--- config.mk ---
export PLATFORM = sky130hd
export DESIGN_NAME = round_launcher
export DESIGN_NICKNAME = d
export VERILOG_FILES = /design/src/design/mesh_pkg.sv /design/src/design/round_launcher.sv
export SDC_FILE = /design/constraint.sdc
export NUM_CORES = 1
export LEC_CHECK = 0
export ABC_AREA = 1
export BUFFER_PORTS_ARGS = -buffer_cell sky130_fd_sc_hd__buf_2
export CAP_MARGIN = 20
export CORE_AREA = 2 2 39 41
export CTS_BUF_LIST = sky130_fd_sc_hd__clkbuf_8
export DETAILED_ROUTE_END_ITERATION = 10
export DIE_AREA = 0 0 41 43
export PLACE_DENSITY = 0.5
export SYNTH_ARGS = -nofsm -noshare
export SYNTH_HDL_FRONTEND = slang
export SYNTH_SLANG_ARGS = --single-unit
--- constraint.sdc ---
create_clock -name clk_i -period 2.9 [get_ports clk_i]
set_clock_uncertainty 0.1 [all_clocks]
set_input_delay 0.145 -clock clk_i [delete_from_list [all_inputs] [get_ports clk_i]]
set_output_delay 0.145 -clock clk_i [all_outputs]
set_load 0.005 [all_outputs]
--- src/design/mesh_pkg.sv ---
/* Shared types for the mesh all-to-all test: coordinates, tags, packets, enums.
   Imported by the link interface and every design module. */
`default_nettype none

package mesh_pkg;

  localparam int coord_width_c = 3;  // Up to an 8 by 8 mesh.

  typedef logic [coord_width_c-1:0] coord_t;
  typedef logic [7:0]               tag_t;
  typedef logic [7:0]               src_id_t;  // y * width + x.
  typedef logic [15:0]              count_t;

  typedef struct packed {
    coord_t  dst_x;
    coord_t  dst_y;
    src_id_t src_id;
    tag_t    tag;
  } mesh_packet_t;

  // Router port slots, also the index into the link arrays.
  typedef enum logic [2:0] {
    dir_p    = 3'd0,
    dir_w    = 3'd1,
    dir_east = 3'd2,
    dir_n    = 3'd3,
    dir_s    = 3'd4
  } dir_e;

  typedef enum logic {
    st_idle,
    st_busy
  } launch_state_e;

endpackage

`default_nettype wire

--- src/design/round_launcher.sv ---
/* Round control: accepts start while idle, latches the tag and pulses go.
   Busy stays high until the collector reports the end of the round. */
`timescale 1ns/1ps
`default_nettype none

module round_launcher (
  input  logic           clk_i,
  input  logic           reset_i,
  input  logic           start_i,
  input  mesh_pkg::tag_t tag_i,
  input  logic           round_end_i,
  output logic           go_o,
  output mesh_pkg::tag_t tag_o,
  output logic           busy_o
);
  import mesh_pkg::*;

  launch_state_e state_r;
  logic          accept;

  assign busy_o = (state_r == st_busy) && !round_end_i;  // Drops with the done pulse.
  assign accept = start_i && !busy_o;

  always_ff @(posedge clk_i) begin
    if (reset_i) begin
      state_r <= st_idle;
      go_o    <= 1'b0;
    end else begin
      go_o <= accept;
      case (state_r)
        st_idle: if (accept) state_r <= st_busy;
        st_busy: if (round_end_i && !accept) state_r <= st_idle;
        default: state_r <= st_idle;
      endcase
    end
  end

  always_ff @(posedge clk_i) begin
    if (accept) tag_o <= tag_i;
  end

  // One go pulse per round, never a second one while it runs.
  a_single_go: assert property (@(posedge clk_i) disable iff (reset_i)
    go_o |=> !go_o);

endmodule

`default_nettype wire

==> impl_metrics.py <==
metrics = {
    "die": {
        "start_util": 0.231,
        "top_level_ports": 22,
        "dieArea_sq_um": 1760,
        "core_area_sq_um": 1380,
        "rows": 14,
        "fp.dieW_microns": 41,
        "die_height_microns": 43,
    },
    "timing": {
        "rsz0062_at_grt": "no",
        "timing.final.hold_violations": 0,
        "setup_viol": 0,
        "slew_violations": 0,
        "min_period_ns": 1.10,
        "max_freq_mhz": 908,
        "finalCritPeriodShare": 0.380,
        "max_slew_margin": 0.801,
        "tightest_slew_ns": 0.298,
        "fin_ws_ns": 1.80,
        "hold_slack_ns": 0.0132,
        "tns_ns": 0,
    },
    "clock_network": {
        "clockBufferDepth": 2,
        "clock_sinks": 10,
        "numCtsBuffers": 3,
        "cts-root-buf": "clkbuf_8",
        "cts_tree": "built",
        "clkTransAtPathRegs_ns": 0.04,
        "worstSkewPairLatency_ns": 0.22,
        "cts_resized": 0,
        "h-tree-depth": 1,
    },
    "cells_and_area": {
        "num-fill-cells": 135,
        "layout-drive-gt1-share": 0.529,
        "antennaDiodeCount": 0,
        "areaGrowthSynthToFinish_pct": 78.4,
        "post-route-util": 0.411,
        "fin_nets": 64,
        "fin_area_sq_um": 569,
        "final_cell_mix": "21 x buf_2, 8 x dlygate4sd3_1, 8 x edfxtp_1",
        "final_common_cell": "buf_2",
    },
    "yosys": {
        "ys_seq_elements": 10,
        "yosys_warnings": 0,
        "seq_area_frac_synth": 0.878,
        "ys_types": 6,
        "syn_area_sq_um": 319,
        "netlist_instances": 18,
        "syn_avg_cell_area_sq_um": 17.7,
        "synth_nets": 30,
    },
    "global_route": {
        "overflow": 0,
        "grt_pass1_wl_microns": 883,
        "grt_pass1_vias": 219,
        "grt_max_degree": 9,
        "grt_usage": 0.0753,
        "antenna_found_initial": 0,
    },
    "run": {
        "max_cap_viol_count": 0,
    },
    "routing": {
        "first_pass_iters": 2,
        "drc": 0,
        "viasPerCell": 3.73,
        "wl_microns": 586,
        "wl_per_cell_microns": 8.75,
        "drt-initial-drc-count": 3,
        "vias": 250,
        "ant_nets": 0,
    },
    "worst_setup_path": {
        "startpoint_type": "flip-flop",
        "critPathKind": "reg -> reg",
        "cp_max_fo": 8,
        "end_kind": "flip-flop",
        "r2r_setup_slack_ns": 1.80,
        "cp.required_ns": 2.70,
        "crit_arrival_ns": 0.90,
    },
    "hold_path": {
        "hp-class": "in -> reg",
    },
    "power_and_ir_drop": {
        "p_leak_uw": 0.000270,
        "power_density_nw_per_um2": 586,
        "irDropWorstVdd_v": 0.000298,
    },
    "place": {
        "portBuffers": 21,
        "post-place-ws_ns": 1.79,
        "place_congestion": 0.574,
        "dpl_cell_area_sq_um": 444,
    },
    "status": {
        "outcome": "finished clean",
    },
}
==> cells in the mapped netlist, drive strengths merged <==
master	number	area (sq um)
dfxtp	2	40.0
a21oi	1	5.00
edfxtp	8	240
nand2	2	12.5
nor2	1	6.26
inv	4	15.0
==> power breakdown <==
part / internal, uW / switching, uW
clock: 91.8 / 44.0
sequential: 165 / 1.95
combinational: 18.6 / 12.0
total: 276 / 57.9
==> sequential cells by signal (all words and copies together), names as in the netlist <==
| signal | cells |
|---|---|
| state_r | 1 |
| go_o | 1 |
| tag_o | 8 |
==> cells by family (layout without fill, tap and decap cells) <==
| group | count (synthesis) | count (layout) | share of synthesized area |
|---|---|---|---|
| compound gates | 1 | 1 | 0.0157 |
| simple gates | 3 | 3 | 0.0588 |
| flops | 10 | 10 | 0.878 |
| buf+inv | 4 | 37 | 0.0470 |
==> worst max-delay path, stage by stage, from the launching register on <==
cell and delay, ns:
dfxtp_1 0.30, nand2_2 0.08, nand2_2 0.06, inv_1 0.23
==> what timing repair did <==
item	4_1_cts	5_1_grt
buffers inserted	0	0
endpoints found under the hold margin	8	1
hold buffers	7	1
==> cell type report <==
type                            instances  area, sq um  area share
Sequential cell                        10          280       0.492
Timing Repair Buffer                   29          185       0.325
Clock buffer                            3         41.3      0.0725
Multi-Input combinational cell          4         23.8      0.0418
Tap cell                               16         20.0      0.0352
Inverter                                4         15.0      0.0264
Clock inverter                          1         3.75     0.00659
==> final timing paths <==
kind              depth (start not counted)      from  endpoint
hold reg to reg                           2   state_r   state_r
setup / recovery                          3   state_r  tag_o[3]
hold / removal                            1  tag_i[1]  tag_o[1]
setup reg to reg                          3   state_r  tag_o[3]
==> stage by stage <==
step | power, uW | instances
2_1_floorplan | 176 | 18
3_3_place_gp | 192 | 55
3_5_place_dp | 192 | 55
4_1_cts | 340 | 66
5_1_grt | 355 | 67
6_report | 334 | 67
==> metal layers <==
metal	global-route usage	routed length (microns)
met3	0.0314	80
met4	0.0400	6
met5	0	0
met2	0.0875	222
met1	0.114	276
Note: power is estimated with default switching activity, not from simulation.
