File: src/design/mesh_pkg.sv
/* Shared types for the mesh all-to-all test: coordinates, tags, packets, enums.
   Imported by the link interface and every design module. */
`default_nettype none

package mesh_pkg;

  localparam int coord_width_c = 3;  // Up to an 8 by 8 mesh.

  typedef logic [coord_width_c-1:0] coord_t;
  typedef logic [7:0]               tag_t;
  typedef logic [7:0]               src_id_t;  // y * width + x.
  typedef logic [15:0]              count_t;

  typedef struct packed {
    coord_t  dst_x;
    coord_t  dst_y;
    src_id_t src_id;
    tag_t    tag;
  } mesh_packet_t;

  // Router port slots, also the index into the link arrays.
  typedef enum logic [2:0] {
    dir_p    = 3'd0,
    dir_w    = 3'd1,
    dir_east = 3'd2,
    dir_n    = 3'd3,
    dir_s    = 3'd4
  } dir_e;

  typedef enum logic {
    st_idle,
    st_busy
  } launch_state_e;

endpackage

`default_nettype wire

File: src/design/completion_collector.sv
/* Gathers tile done, error and arrival counts into round results.
   Opens a round on go and pulses round_end once when every tile is done. */
`timescale 1ns/1ps
`default_nettype none

module completion_collector #(
  parameter int num_tiles_p = 6
) (
  input  logic             clk_i,
  input  logic             reset_i,
  input  logic             go_i,
  input  logic             done_i  [num_tiles_p],
  input  logic             err_i   [num_tiles_p],
  input  mesh_pkg::count_t count_i [num_tiles_p],
  output logic             round_end_o,
  output logic             error_o,
  output mesh_pkg::count_t rx_total_o
);
  import mesh_pkg::*;

  logic   open_r;
  logic   all_done;
  logic   any_err;
  count_t sum;

  always_comb begin
    all_done = 1'b1;
    any_err  = 1'b0;
    sum      = '0;
    for (int i = 0; i < num_tiles_p; i++) begin
      all_done = all_done & done_i[i];
      any_err  = any_err | err_i[i];
      sum      = sum + count_i[i];
    end
  end

  always_ff @(posedge clk_i) begin
    if (reset_i) begin
      open_r      <= 1'b0;
      round_end_o <= 1'b0;
      error_o     <= 1'b0;
      rx_total_o  <= '0;
    end else begin
      error_o     <= any_err;
      round_end_o <= open_r && all_done;
      if (go_i) begin
        open_r <= 1'b1;
      end else if (open_r && all_done) begin
        open_r     <= 1'b0;  // One pulse per round.
        rx_total_o <= sum;
      end
    end
  end

endmodule

`default_nettype wire

File: config.mk
export PLATFORM = sky130hd
export DESIGN_NAME = completion_collector
export DESIGN_NICKNAME = d
export VERILOG_FILES = /design/src/design/mesh_pkg.sv /design/src/design/completion_collector.sv
export SDC_FILE = /design/constraint.sdc
export NUM_CORES = 1
export LEC_CHECK = 0
export BUFFER_PORTS_ARGS = -buffer_cell sky130_fd_sc_hd__buf_2
export CORE_UTILIZATION = 45
export DETAILED_ROUTE_END_ITERATION = 7
export GPL_TIMING_DRIVEN = 1
export PLACE_DENSITY = 0.79
export SLEW_MARGIN = 20
export SYNTH_ARGS = -nofsm -noshare
export SYNTH_HDL_FRONTEND = slang
export SYNTH_SLANG_ARGS = --single-unit
File: constraint.sdc
create_clock -name clk_i -period 3.1 [get_ports clk_i]
set_input_delay 0.155 -clock clk_i [delete_from_list [all_inputs] [get_ports clk_i]]
set_output_delay 0.155 -clock clk_i [all_outputs]
set_load 0.02 [all_outputs]
==> results of run 1 <==
==> metrics by stage <==
stage / cells / area, um^2 / power (W) / hold slack [ns] / util, %
after global routing: 589 / 4190 / 0.00305 / 0.143 / 64.9
after CTS: 588 / 4100 / 0.00256 / 0.141 / 63.4
after detailed placement: 581 / 4010 / 0.00230 / 0.414 / 62.0
final: 589 / 4190 / 0.00275 / 0.143 / 64.9
after floorplan: 359 / 3140 / 0.00163 / 0.254 / -
after global placement: 581 / 4010 / 0.00224 / 0.394 / 62.0
==> routing by layer <==
metal / GRT usage, % / share of wire, % / vias to the layer above
li1: - / - / 1354
met1: 20.0 / 38 / 1310
met2: 39.5 / 54 / 94
met3: 2.36 / 6.3 / 11
met4: 4.93 / 1.6 / 0
met5: 0 / 0 / -
==> layout by cell type (no fill, tap or decap), types with 3 or more instances in the layout <==
cell type,n
nor3_1,5
fa_1,57
a211oi_1,3
buf_2,126
a21oi_2,4
buf_4,25
xnor2_1,11
clkbuf_8,3
ha_1,7
nand3b_1,5
dfxtp_1,19
inv_2,8
nor2_1,17
ha_4,5
inv_1,131
o211a_1,3
nand2_1,16
o21ai_0,3
nor4_1,3
a211oi_2,3
o21ai_1,3
a21oi_1,12
==> power by group through the flow <==
stage | Combinational, W | Sequential [W] | Clock [W]
floorplan | 0.00137 | 0.000256 | 0
global placement | 0.00198 | 0.000254 | 0
detailed placement | 0.00205 | 0.000254 | 0
CTS | 0.00214 | 0.000248 | 0.000178
global route | 0.00261 | 0.000248 | 0.000191
finish | 0.00232 | 0.000248 | 0.000176
==> area by class of cell <==
cell class	count	area, um^2
clock inverter	1	5.00
sequential	19	380
inverter	140	533
multi-input combinational	195	2280
tap	77	96.3
clock buffer	3	41.3
fill	541	2270
timing repair buffer	154	856
==> worst max-delay path by stage <==
stage                                        endpoint  slack (ns)  depth (start not counted)
after CTS                 rx_total_o[14]$_SDFFE_PP0P_       -0.08                         15
after floorplan           rx_total_o[12]$_SDFFE_PP0P_       -0.20                         16
after detailed placement  rx_total_o[12]$_SDFFE_PP0P_       -0.55                         17
after global routing      rx_total_o[14]$_SDFFE_PP0P_       -0.23                         17
final                      rx_total_o[8]$_SDFFE_PP0P_       -0.07                         18
after global placement    rx_total_o[12]$_SDFFE_PP0P_       -0.43                         17
==> cells by family (layout without fill, tap and decap cells) <==
kind of cell,Yosys count,in the layout,share of synthesized area (%)
XOR/XNOR,14,14,3.98
adder cells (fa/ha/maj),73,73,44.1
AO/OA/AOI/OAI,47,47,10.6
buffers and inverters,145,298,18.4
AND/OR/NAND/NOR,61,61,10.7
flip-flops,19,19,12.4
==> repair_timing <==
item | in CTS | in global routing
resized for setup | 9 | 20
setup buffers | 3 | 1
endpoints found under the setup margin | 10 | 10
pin swaps | 19 | 14
==> flip-flops by register name, indices dropped and copies added (netlist names) <==
register / flops
error_o: 1
rx_total_o: 16
open_r: 1
round_end_o: 1
==> impl_results.md, run 1 <==
- Status: finished with violations
- Failing checks: DRC, setup timing
- Mapped Cells: 359
- Tot GR Track Use: around a fifth
- FP Rows: 29
- Worst-path maximum fanout: 3
- Leading area contributor after synthesis: fa_1
- Synthesis Warnings: 0
- Average wire per standard cell: 10.9 um
- Vias in the first global route: 2,871
- RSZ-0062 raised after global routing: true
- Syn Nets: 543
- Die Y: about 85 um
- Worst-Skew Late Latency: 0.26 ns
- Synth Cell Area: 0.00308 mm^2
- First-pass GRT wire length: 11,300 um
- Hold depth: 2
- Synth top cells by count: inv_1, fa_1, dfxtp_1
- Final WL: 6430 um
- FF-to-FF End: rx_total_o[9]$_SDFFE_PP0P_
- Die ar.: 0.00717 mm^2
- Power share of the sequential group: 9.0%
- Top-count cell post-synth: inv_1
- Hold Buf Count CTS: 0
- Area contributors post-synth: fa_1, inv_1, dfxtp_1, ha_1, xnor2_1
- Number of library cell types mapped by synthesis: 41
- Clock buffer depth: 2
- Place WS: -0.548 ns
- Clk pwr share: 6.4%
- Max-slew headroom: about half
- Area Overhead vs Synth: 36.2%
- CTS sink count: 19
- Power per cell area: 655 mW/mm^2
- Top cell type's share of synthesized area: 38.4%
- Clk_skew: just under 0.003 ns
- Post-synth EDFFs: 0
- Hold Crit Class: in -> reg
- Sw frac: a little over two fifths
- Critical path buffers and inverters: 7
- Critical path capture point type: flip-flop
- CP top delay family: adder cells
- Crit path largest cell delay: ~0.52 ns
- Sequential-to-total area share from yosys stat: 12.4%
- CP required: 3.29 ns
- Actual slew at the worst max-slew pin: 0.759 ns
- DRT antenna net count: 0
- 1st-iter DRT viols: 68
- Final worst slack: -0.0738 ns
- Period minus WS final: around 3.2 ns
- RR Startpoint: open_r$_SDFFE_PP0P_
- Fin nets: 697
- Worst vdd ir: between 0.3 and 0.4 mV
- Largest net degree at the start of global routing: 25
- N_diodes: 0
- CTS tree: yes
- Post-synth ARST share: 0%
- Setup violations, final: 7
- R2R setup slack: 1.53 ns
- Cell depth of the worst flop-to-flop path: 4
- Ys flop type: dfxtp_1
- Chip Width: 84.7 um
- Comb power frac: a little over four fifths
- Core footprint: between 0.006 and 0.007 mm^2
- Final worst-path cycle share: 102%
- Static leakage: between 2 and 2.5 nW
- Synth Register Bits: 19
- Mean Syn Cell Area: 8.57 um^2
- Crit path cell chain: buf_8, inv_8, fa_1, inv_1, fa_1, inv_1, fa_1, inv_1, ha_2, inv_2, fa_2, nor2b_4, o211ai_1, a21boi_2, buf_4, or3_1, nand3_1, a21oi_1
- Clock Tree Root: clkbuf_8
- Routed via count: 2,769
- Net Switching: between 0.001 and 0.0015 W
- Hold Vio Cnt, Final: 0
- Initial antenna violation count: 0
- Hold endpoint: rx_total_o[15]$_SDFFE_PP0P_
- Max Cap Viol: 0
- WS Path Type: in -> reg
- # IOs: 129
- Total grt overflow: 0
- Hold_sp: go_i
- Startpoint Class: input pin
- CTS H-tree lvls: 1
- DR vias/cell: 4.70
- CP max-delay cell: fa_1
- Share of layout cells above drive strength 1: 39.1%
- Detail Placement HPWL: 5660 um
- FMAX: roughly 320 MHz
- Setup TNS: -0.393 ns
- Int Power: 0.00155 W
- GPL Wtd Cong: 0.848
- Port Buffer Count: 128
- CP Launch Point: count_i[34]
- Slew Limit Fails: 0
- Initial DRT Pass Iterations: 6
- Starting Density: 47.7%
- DRC: 8
- Worst-path clk slew: about 0.080 ns
- CP Data Arrival Time: 3.37 ns
- CTS buffer count: 3
(Power assumes the default switching activity.)
==> run 2, diff against run 1 <==
--- a/config.mk
+++ b/config.mk
@@ -6,10 +6,10 @@
 export NUM_CORES = 1
 export LEC_CHECK = 0
 export BUFFER_PORTS_ARGS = -buffer_cell sky130_fd_sc_hd__buf_2
-export CORE_UTILIZATION = 45
+export CORE_UTILIZATION = 41
 export DETAILED_ROUTE_END_ITERATION = 7
 export GPL_TIMING_DRIVEN = 1
-export PLACE_DENSITY = 0.79
+export PLACE_DENSITY = 0.73
 export SLEW_MARGIN = 20
 export SYNTH_ARGS = -nofsm -noshare
 export SYNTH_HDL_FRONTEND = slang
==> run 2 against run 1 <==
Net effect: the run ends with setup timing left; final area increased by 2.1%; sequential cell count unchanged; highest routed layer unchanged; die area rose by 9.5%; clock power fell by 2%; critical path type unchanged; non-clock buffer count grew 1; worst hold slack got worse by 0.0073 ns; sequential power is essentially flat; utilization is 5.9 points lower; setup slack got worse by 0.049 ns; sequential share of layout area shrank 0.19 points; critical endpoint is now rx_total_o[15]$_SDFFE_PP0P_.
==> impl_results.md, run 2 (synthesis gave the netlist of run 1 again) <==
- Total grt overflow: 0 (unchanged)
- Most common cell after layout, fill and taps aside: inv_1
- Tot GR Track Use: 16.7% (-2.4 points)
- Port Buffer Count: 128 (unchanged)
- Critical path capture point type: flip-flop
- # IOs: 129 (unchanged)
- Setup violations, final: 6 (-1)
- FMAX: 310 MHz (-1.5%)
- Clock buffer depth: 2 (unchanged)
- Slew Limit Fails: 0 (unchanged)
- Place WS: -0.597 ns (-0.0490 ns)
- Initial antenna violation count: 0 (unchanged)
- Clk_skew: 0.00181 ns (-0.00116 ns)
- Crit path largest cell delay: 0.65 ns (+0.13 ns)
- N_diodes: 0 (unchanged)
- Period minus WS final: 3.22 ns (+0.0492 ns)
- Average wire per standard cell: 10.4 um (-4.5%)
- CP max-delay cell: a2111oi_1
- WS Path Type: in -> reg
- Worst vdd ir: 0.334 mV (-2.7%)
- Initial DRT Pass Iterations: 5 (-1)
- Largest net degree at the start of global routing: 25 (unchanged)
- Most frequent cells in the layout: inv_1, buf_2, fa_1
- RSZ-0062 raised after global routing: true
- Critical path buffers and inverters: 3 (-4)
- Largest register by flop count: rx_total_o
- Max Cap Viol: 0 (unchanged)
- Final WL: 6380 um (-0.73%)
- Worst-path maximum fanout: 3 (unchanged)
- Post-route insts no fill: 612 (+3.9%)
- Max-slew headroom: 52.9% (+3.5 points)
- Hold Vio Cnt, Final: 0 (unchanged)
- Static leakage: 2.38 nW (+0.51%)
- FP Rows: 31 (+6.9%)
- Startpoint Class: input pin
- Die Y: 88.6 um (+4.7%)
- GPL Wtd Cong: 0.806 (-4.9%)
- Failing checks: setup timing
- Hold Crit Class: in -> reg
- First-pass GRT wire length: 10,500 um (-7.4%)
- DRT antenna net count: 0 (unchanged)
- Status: finished with violations
- CP top delay family: adder cells
- Routed via count: 2,736 (-1.2%)
- Final worst-path cycle share: 104% (+1.6 points)
- Number of flip-flops under the largest register name: 16 (unchanged)
- Area Overhead vs Synth: 39.1%
- Die ar.: 0.00786 mm^2 (+9.5%)
- Final worst slack: -0.123 ns (-0.0492 ns)
- 1st-iter DRT viols: 62 (-8.8%)
- Chip Width: 88.6 um (+4.7%)
- Worst-Skew Late Latency: 0.26 ns (about the same)
- Detail Placement HPWL: 5610 um (-0.88%)
- CTS tree: yes
- Power per cell area: 669 mW/mm^2 (+2.2%)
- Crit path cell chain: buf_2, inv_1, fa_1, inv_1, fa_1, fa_1, ha_1, a2111oi_1, a31oi_4, xnor2_2, o41ai_2
- CTS H-tree lvls: 1 (unchanged)
- DR vias/cell: 4.47 (-4.9%)
- CTS sink count: 19 (unchanged)
- CTS buffer count: 3 (unchanged)
- Most common cell on crit path: fa_1
- Starting Density: 42.4% (-5.2 points)
- CP required: 3.27 ns (-0.02 ns)
- CP Data Arrival Time: 3.39 ns (+0.02 ns)
- Core footprint: 0.00725 mm^2 (+12%)
- Pwr Total: 0.00287 W (+4.4%)
- Share of layout cells above drive strength 1: 39.8% (+0.70 points)
- Clock Tree Root: clkbuf_8
- Fin nets: 698 (+0.14%)
- Vias in the first global route: 2,774 (-3.4%)
- Inst Count DP: 601 (+3.4%)
- Worst-path clk slew: 0.07 ns (about the same)
- DRC: 0 (-8)
- Actual slew at the worst max-slew pin: 0.705 ns (-0.0535 ns)
==> run 2: metrics by stage <==
| step | area (um^2) | hold WS (ns) | util [%] | setup TNS, ns |
|---|---|---|---|---|
| finish | 4280 | 0.136 | 59.0 | -0.502 |
| detailed placement | 4020 | 0.407 | 55.4 | -3.66 |
| global placement | 4020 | 0.393 | 55.4 | -3.06 |
| global route | 4280 | 0.133 | 59.0 | -1.40 |
| CTS | 4090 | 0.132 | 56.4 | -0.415 |
| floorplan | 3140 | 0.254 | - | -0.580 |
==> run 2: repair_timing <==
item / CTS / global route
buffers inserted: 2 / 5
resized for setup: 5 / 29
pin swaps: 16 / 18
endpoints found under the setup margin: 8 / 10
hold buffers: 0 / 0
==> run 2: cell type report <==
cell class / count / area (um^2)
multi-input combinational: 195 / 2350
tap: 99 / 124
fill: 682 / 2970
clock buffer: 4 / 45.0
timing repair buffer: 155 / 853
sequential: 19 / 380
inverter: 140 / 533
==> run 2: final timing paths <==
check	depth (start not counted)	end	slack (ns)	startpoint
worst max-delay path	11	rx_total_o[15]$_SDFFE_PP0P_	-0.12	count_i[60]
worst min-delay path	2	rx_total_o[15]$_SDFFE_PP0P_	0.14	go_i
worst max register to register	4	rx_total_o[9]$_SDFFE_PP0P_	1.55	open_r$_SDFFE_PP0P_
worst min register to register	2	rx_total_o[7]$_SDFFE_PP0P_	0.45	rx_total_o[7]$_SDFFE_PP0P_
==> run 2: report_power, final <==
| part | internal [W] | switching, W | total, W |
|---|---|---|---|
| logic | 0.00127 | 0.00118 | 0.00245 |
| clock network | 0.0000915 | 0.0000802 | 0.000172 |
| registers | 0.000247 | 0.00000151 | 0.000248 |
==> run 2: per-layer routing <==
metal  up-vias  wire length [um]  part of all wire, %  track usage [%]
met1      1283              2370                   37             16.5
li1       1354                 -                    -                -
met5         -                 0                    0                0
met3         7               338                  5.3             2.24
met2        92              3610                   57             36.2
met4         0                63                 0.99             3.08
==> run 3, diff against run 2 <==
--- a/config.mk
+++ b/config.mk
@@ -6,6 +6,7 @@
 export NUM_CORES = 1
 export LEC_CHECK = 0
 export BUFFER_PORTS_ARGS = -buffer_cell sky130_fd_sc_hd__buf_2
+export CORE_ASPECT_RATIO = 0.8
 export CORE_UTILIZATION = 41
 export DETAILED_ROUTE_END_ITERATION = 7
 export GPL_TIMING_DRIVEN = 1
==> run 3 against run 2 <==
Net effect: the flow still finishes with violations (setup timing); utilization rose by 1.1 points; first-iteration DRC count increased by 45%; sequential power hardly changed; critical endpoint is now rx_total_o[12]$_SDFFE_PP0P_; largest cell class unchanged; largest power group unchanged.
==> impl_results.md, run 3 (synthesis gave the netlist of run 1 again) <==
- FMAX: 305 MHz (-1.6%)
- Metal2 WL: 3430 um (-5.1%)
- Clock Tree Root: clkbuf_8
- Actual slew at the worst max-slew pin: 0.774 ns (+0.0685 ns)
- N_diodes: 0 (unchanged)
- Startpoint Class: input pin
- Power per cell area: 647 mW/mm^2 (-3.4%)
- Final worst-path cycle share: 106% (+1.7 points)
- Hold_sp: err_i[0]
- Static leakage: 2.38 nW (about the same)
- # IOs: 129 (unchanged)
- Most common cell on crit path: fa_1
- CP required: 3.22 ns (-0.05 ns)
- Pwr Total: 0.00275 W (-4.2%)
- Hold Crit Class: in -> reg
- Inst Count DP: 591 (-1.7%)
- Clk_skew: 0.000455 ns (-0.00135 ns)
- Most frequent cells in the layout: inv_1, buf_2, fa_1
- Hold Vio Cnt, Final: 0 (unchanged)
- Clock buffer depth: 2 (unchanged)
- Uppermost layer routed: met4
- Core footprint: 0.00706 mm^2 (-2.7%)
- Fin nets: 699 (+0.14%)
- Detail Placement HPWL: 5540 um (-1.1%)
- Worst-path clk slew: 0.07 ns (about the same)
- Status: finished with violations
- Max Cap Viol: 0 (unchanged)
- DRC: 0 (unchanged)
- Slew Limit Fails: 0 (unchanged)
- Most common cell after layout, fill and taps aside: inv_1
- Max-slew headroom: 48.4% (-4.5 points)
- Initial DRT Pass Iterations: 4 (-1)
- Port Buffer Count: 128 (unchanged)
- Worst-Skew Late Latency: 0.25 ns (about the same)
- DRT antenna net count: 0 (unchanged)
- Total grt overflow: 0 (unchanged)
- WS Path Type: in -> reg
- Average wire per standard cell: 10.5 um (+1.1%)
- Area Overhead vs Synth: 37.9%
- Share of layout cells above drive strength 1: 39.7% (-0.077 points)
- Critical path capture point type: flip-flop
- Die ar.: 0.00786 mm^2 (about the same)
- Metal-1 WL: 2590 um (+9.6%)
- RR Startpoint: open_r$_SDFFE_PP0P_
- Worst vdd ir: 0.291 mV (-13%)
- CTS sink count: 19 (unchanged)
- Period minus WS final: 3.28 ns (+0.0525 ns)
- Largest register by flop count: rx_total_o
- First-pass GRT wire length: 11,000 um (+4.5%)
- CP Launch Point: count_i[49]
- CP max-delay cell: fa_1
- Met3 Wirelength: 285 um (-16%)
- Hold Buf Count CTS: 0 (unchanged)
- RSZ-0062 raised after global routing: true
- Initial antenna violation count: 0 (unchanged)
- Post-route insts no fill: 601 (-1.8%)
- Starting Density: 43.6% (+1.2 points)
- DR vias/cell: 4.49 (+0.53%)
- Tot GR Track Use: 16.8% (+0.021 points)
- Die Y: 79.5 um (-10%)
- Setup TNS: -0.744 ns (-0.242 ns)
- 1st-iter DRT viols: 90 (+45%)
- Chip Width: 98.9 um (+12%)
- CP Data Arrival Time: 3.40 ns (about the same)
- CTS H-tree lvls: 1 (unchanged)
- Largest net degree at the start of global routing: 25 (unchanged)
- Failing checks: setup timing
- Number of flip-flops under the largest register name: 16 (unchanged)
- GPL Wtd Cong: 0.774 (-4.0%)
- CTS tree: yes
- Final worst slack: -0.175 ns (-0.0525 ns)
- Final WL: 6340 um (-0.69%)
- Setup violations, final: 7 (+1)
- Vias in the first global route: 2,810 (+1.3%)
- CTS buffer count: 3 (unchanged)
- FP Rows: 27 (-13%)
- Crit path largest cell delay: 0.54 ns (-0.11 ns)
- Crit path cell chain: buf_2, fa_1, inv_1, fa_1, fa_1, inv_1, ha_4, inv_2, fa_2, nor2b_4, o211ai_1, a21boi_2, o211a_1, o211a_1, nor4_2
- Worst-path maximum fanout: 3 (unchanged)
- Routed via count: 2,701 (-1.3%)
-- run 3: cell count changes in the layout (fill, tap and decap cells not counted), sizes merged --
cell    delta
buf        +1
clkbuf     -1
clkinv     +1
-- run 3: per-stage QoR --
| stage | util, % | worst slack (ns) | hold slack [ns] | area, um^2 |
|---|---|---|---|---|
| 3_5_place_dp | 56.9 | -0.540 | 0.402 | 4020 |
| 5_1_grt | 60.1 | -0.307 | 0.163 | 4250 |
| 6_report | 60.1 | -0.175 | 0.143 | 4250 |
| 4_1_cts | 58.6 | -0.129 | 0.137 | 4130 |
| 3_3_place_gp | 56.9 | -0.429 | 0.394 | 4020 |
| 2_1_floorplan | - | -0.195 | 0.254 | 3140 |
-- run 3: layer usage --
| layer | GRT usage [%] | vias to the layer above |
|---|---|---|
| met4 | 3.43 | 0 |
| met5 | 0 | - |
| met2 | 33.9 | 84 |
| li1 | - | 1353 |
| met1 | 19.4 | 1262 |
| met3 | 1.05 | 2 |
-- run 3: worst paths after layout --
kind | endpoint | slack, ns | cells after the start
setup / recovery | rx_total_o[12]$_SDFFE_PP0P_ | -0.18 | 15
hold / removal | error_o$_SDFF_PP0_ | 0.14 | 3
setup reg to reg | rx_total_o[10]$_SDFFE_PP0P_ | 1.47 | 4
hold reg to reg | rx_total_o[7]$_SDFFE_PP0P_ | 0.45 | 2
-- run 3: final cells by class --
class | count | area, um^2
Tap cell | 87 | 109
Clock inverter | 1 | 5.00
Inverter | 140 | 533
Timing Repair Buffer | 156 | 886
Fill cell | 635 | 2820
Clock buffer | 3 | 41.3
Sequential cell | 19 | 380
Multi-Input combinational cell | 195 | 2290
-- run 3: critical path: cells and delay by family --
kind / cells / cell delay [ns]
buf+inv: 4 / 0.31
compound gates: 4 / 0.72
fa+ha+maj: 5 / 2.02
simple gates: 2 / 0.19
-- run 3: timing repair --
| action | 4_1_cts | 5_1_grt |
|---|---|---|
| resized for setup | 13 | 20 |
| pin swaps | 17 | 23 |
| setup buffers | 3 | 4 |
| setup endpoints to repair | 9 | 10 |
| hold endpoints to repair | 0 | 0 |
-- run 3: report_power, final --
group	switching (W)	internal [W]
Combinational	0.00110	0.00122
Clock	0.0000807	0.0000891
Sequential	0.00000163	0.000247
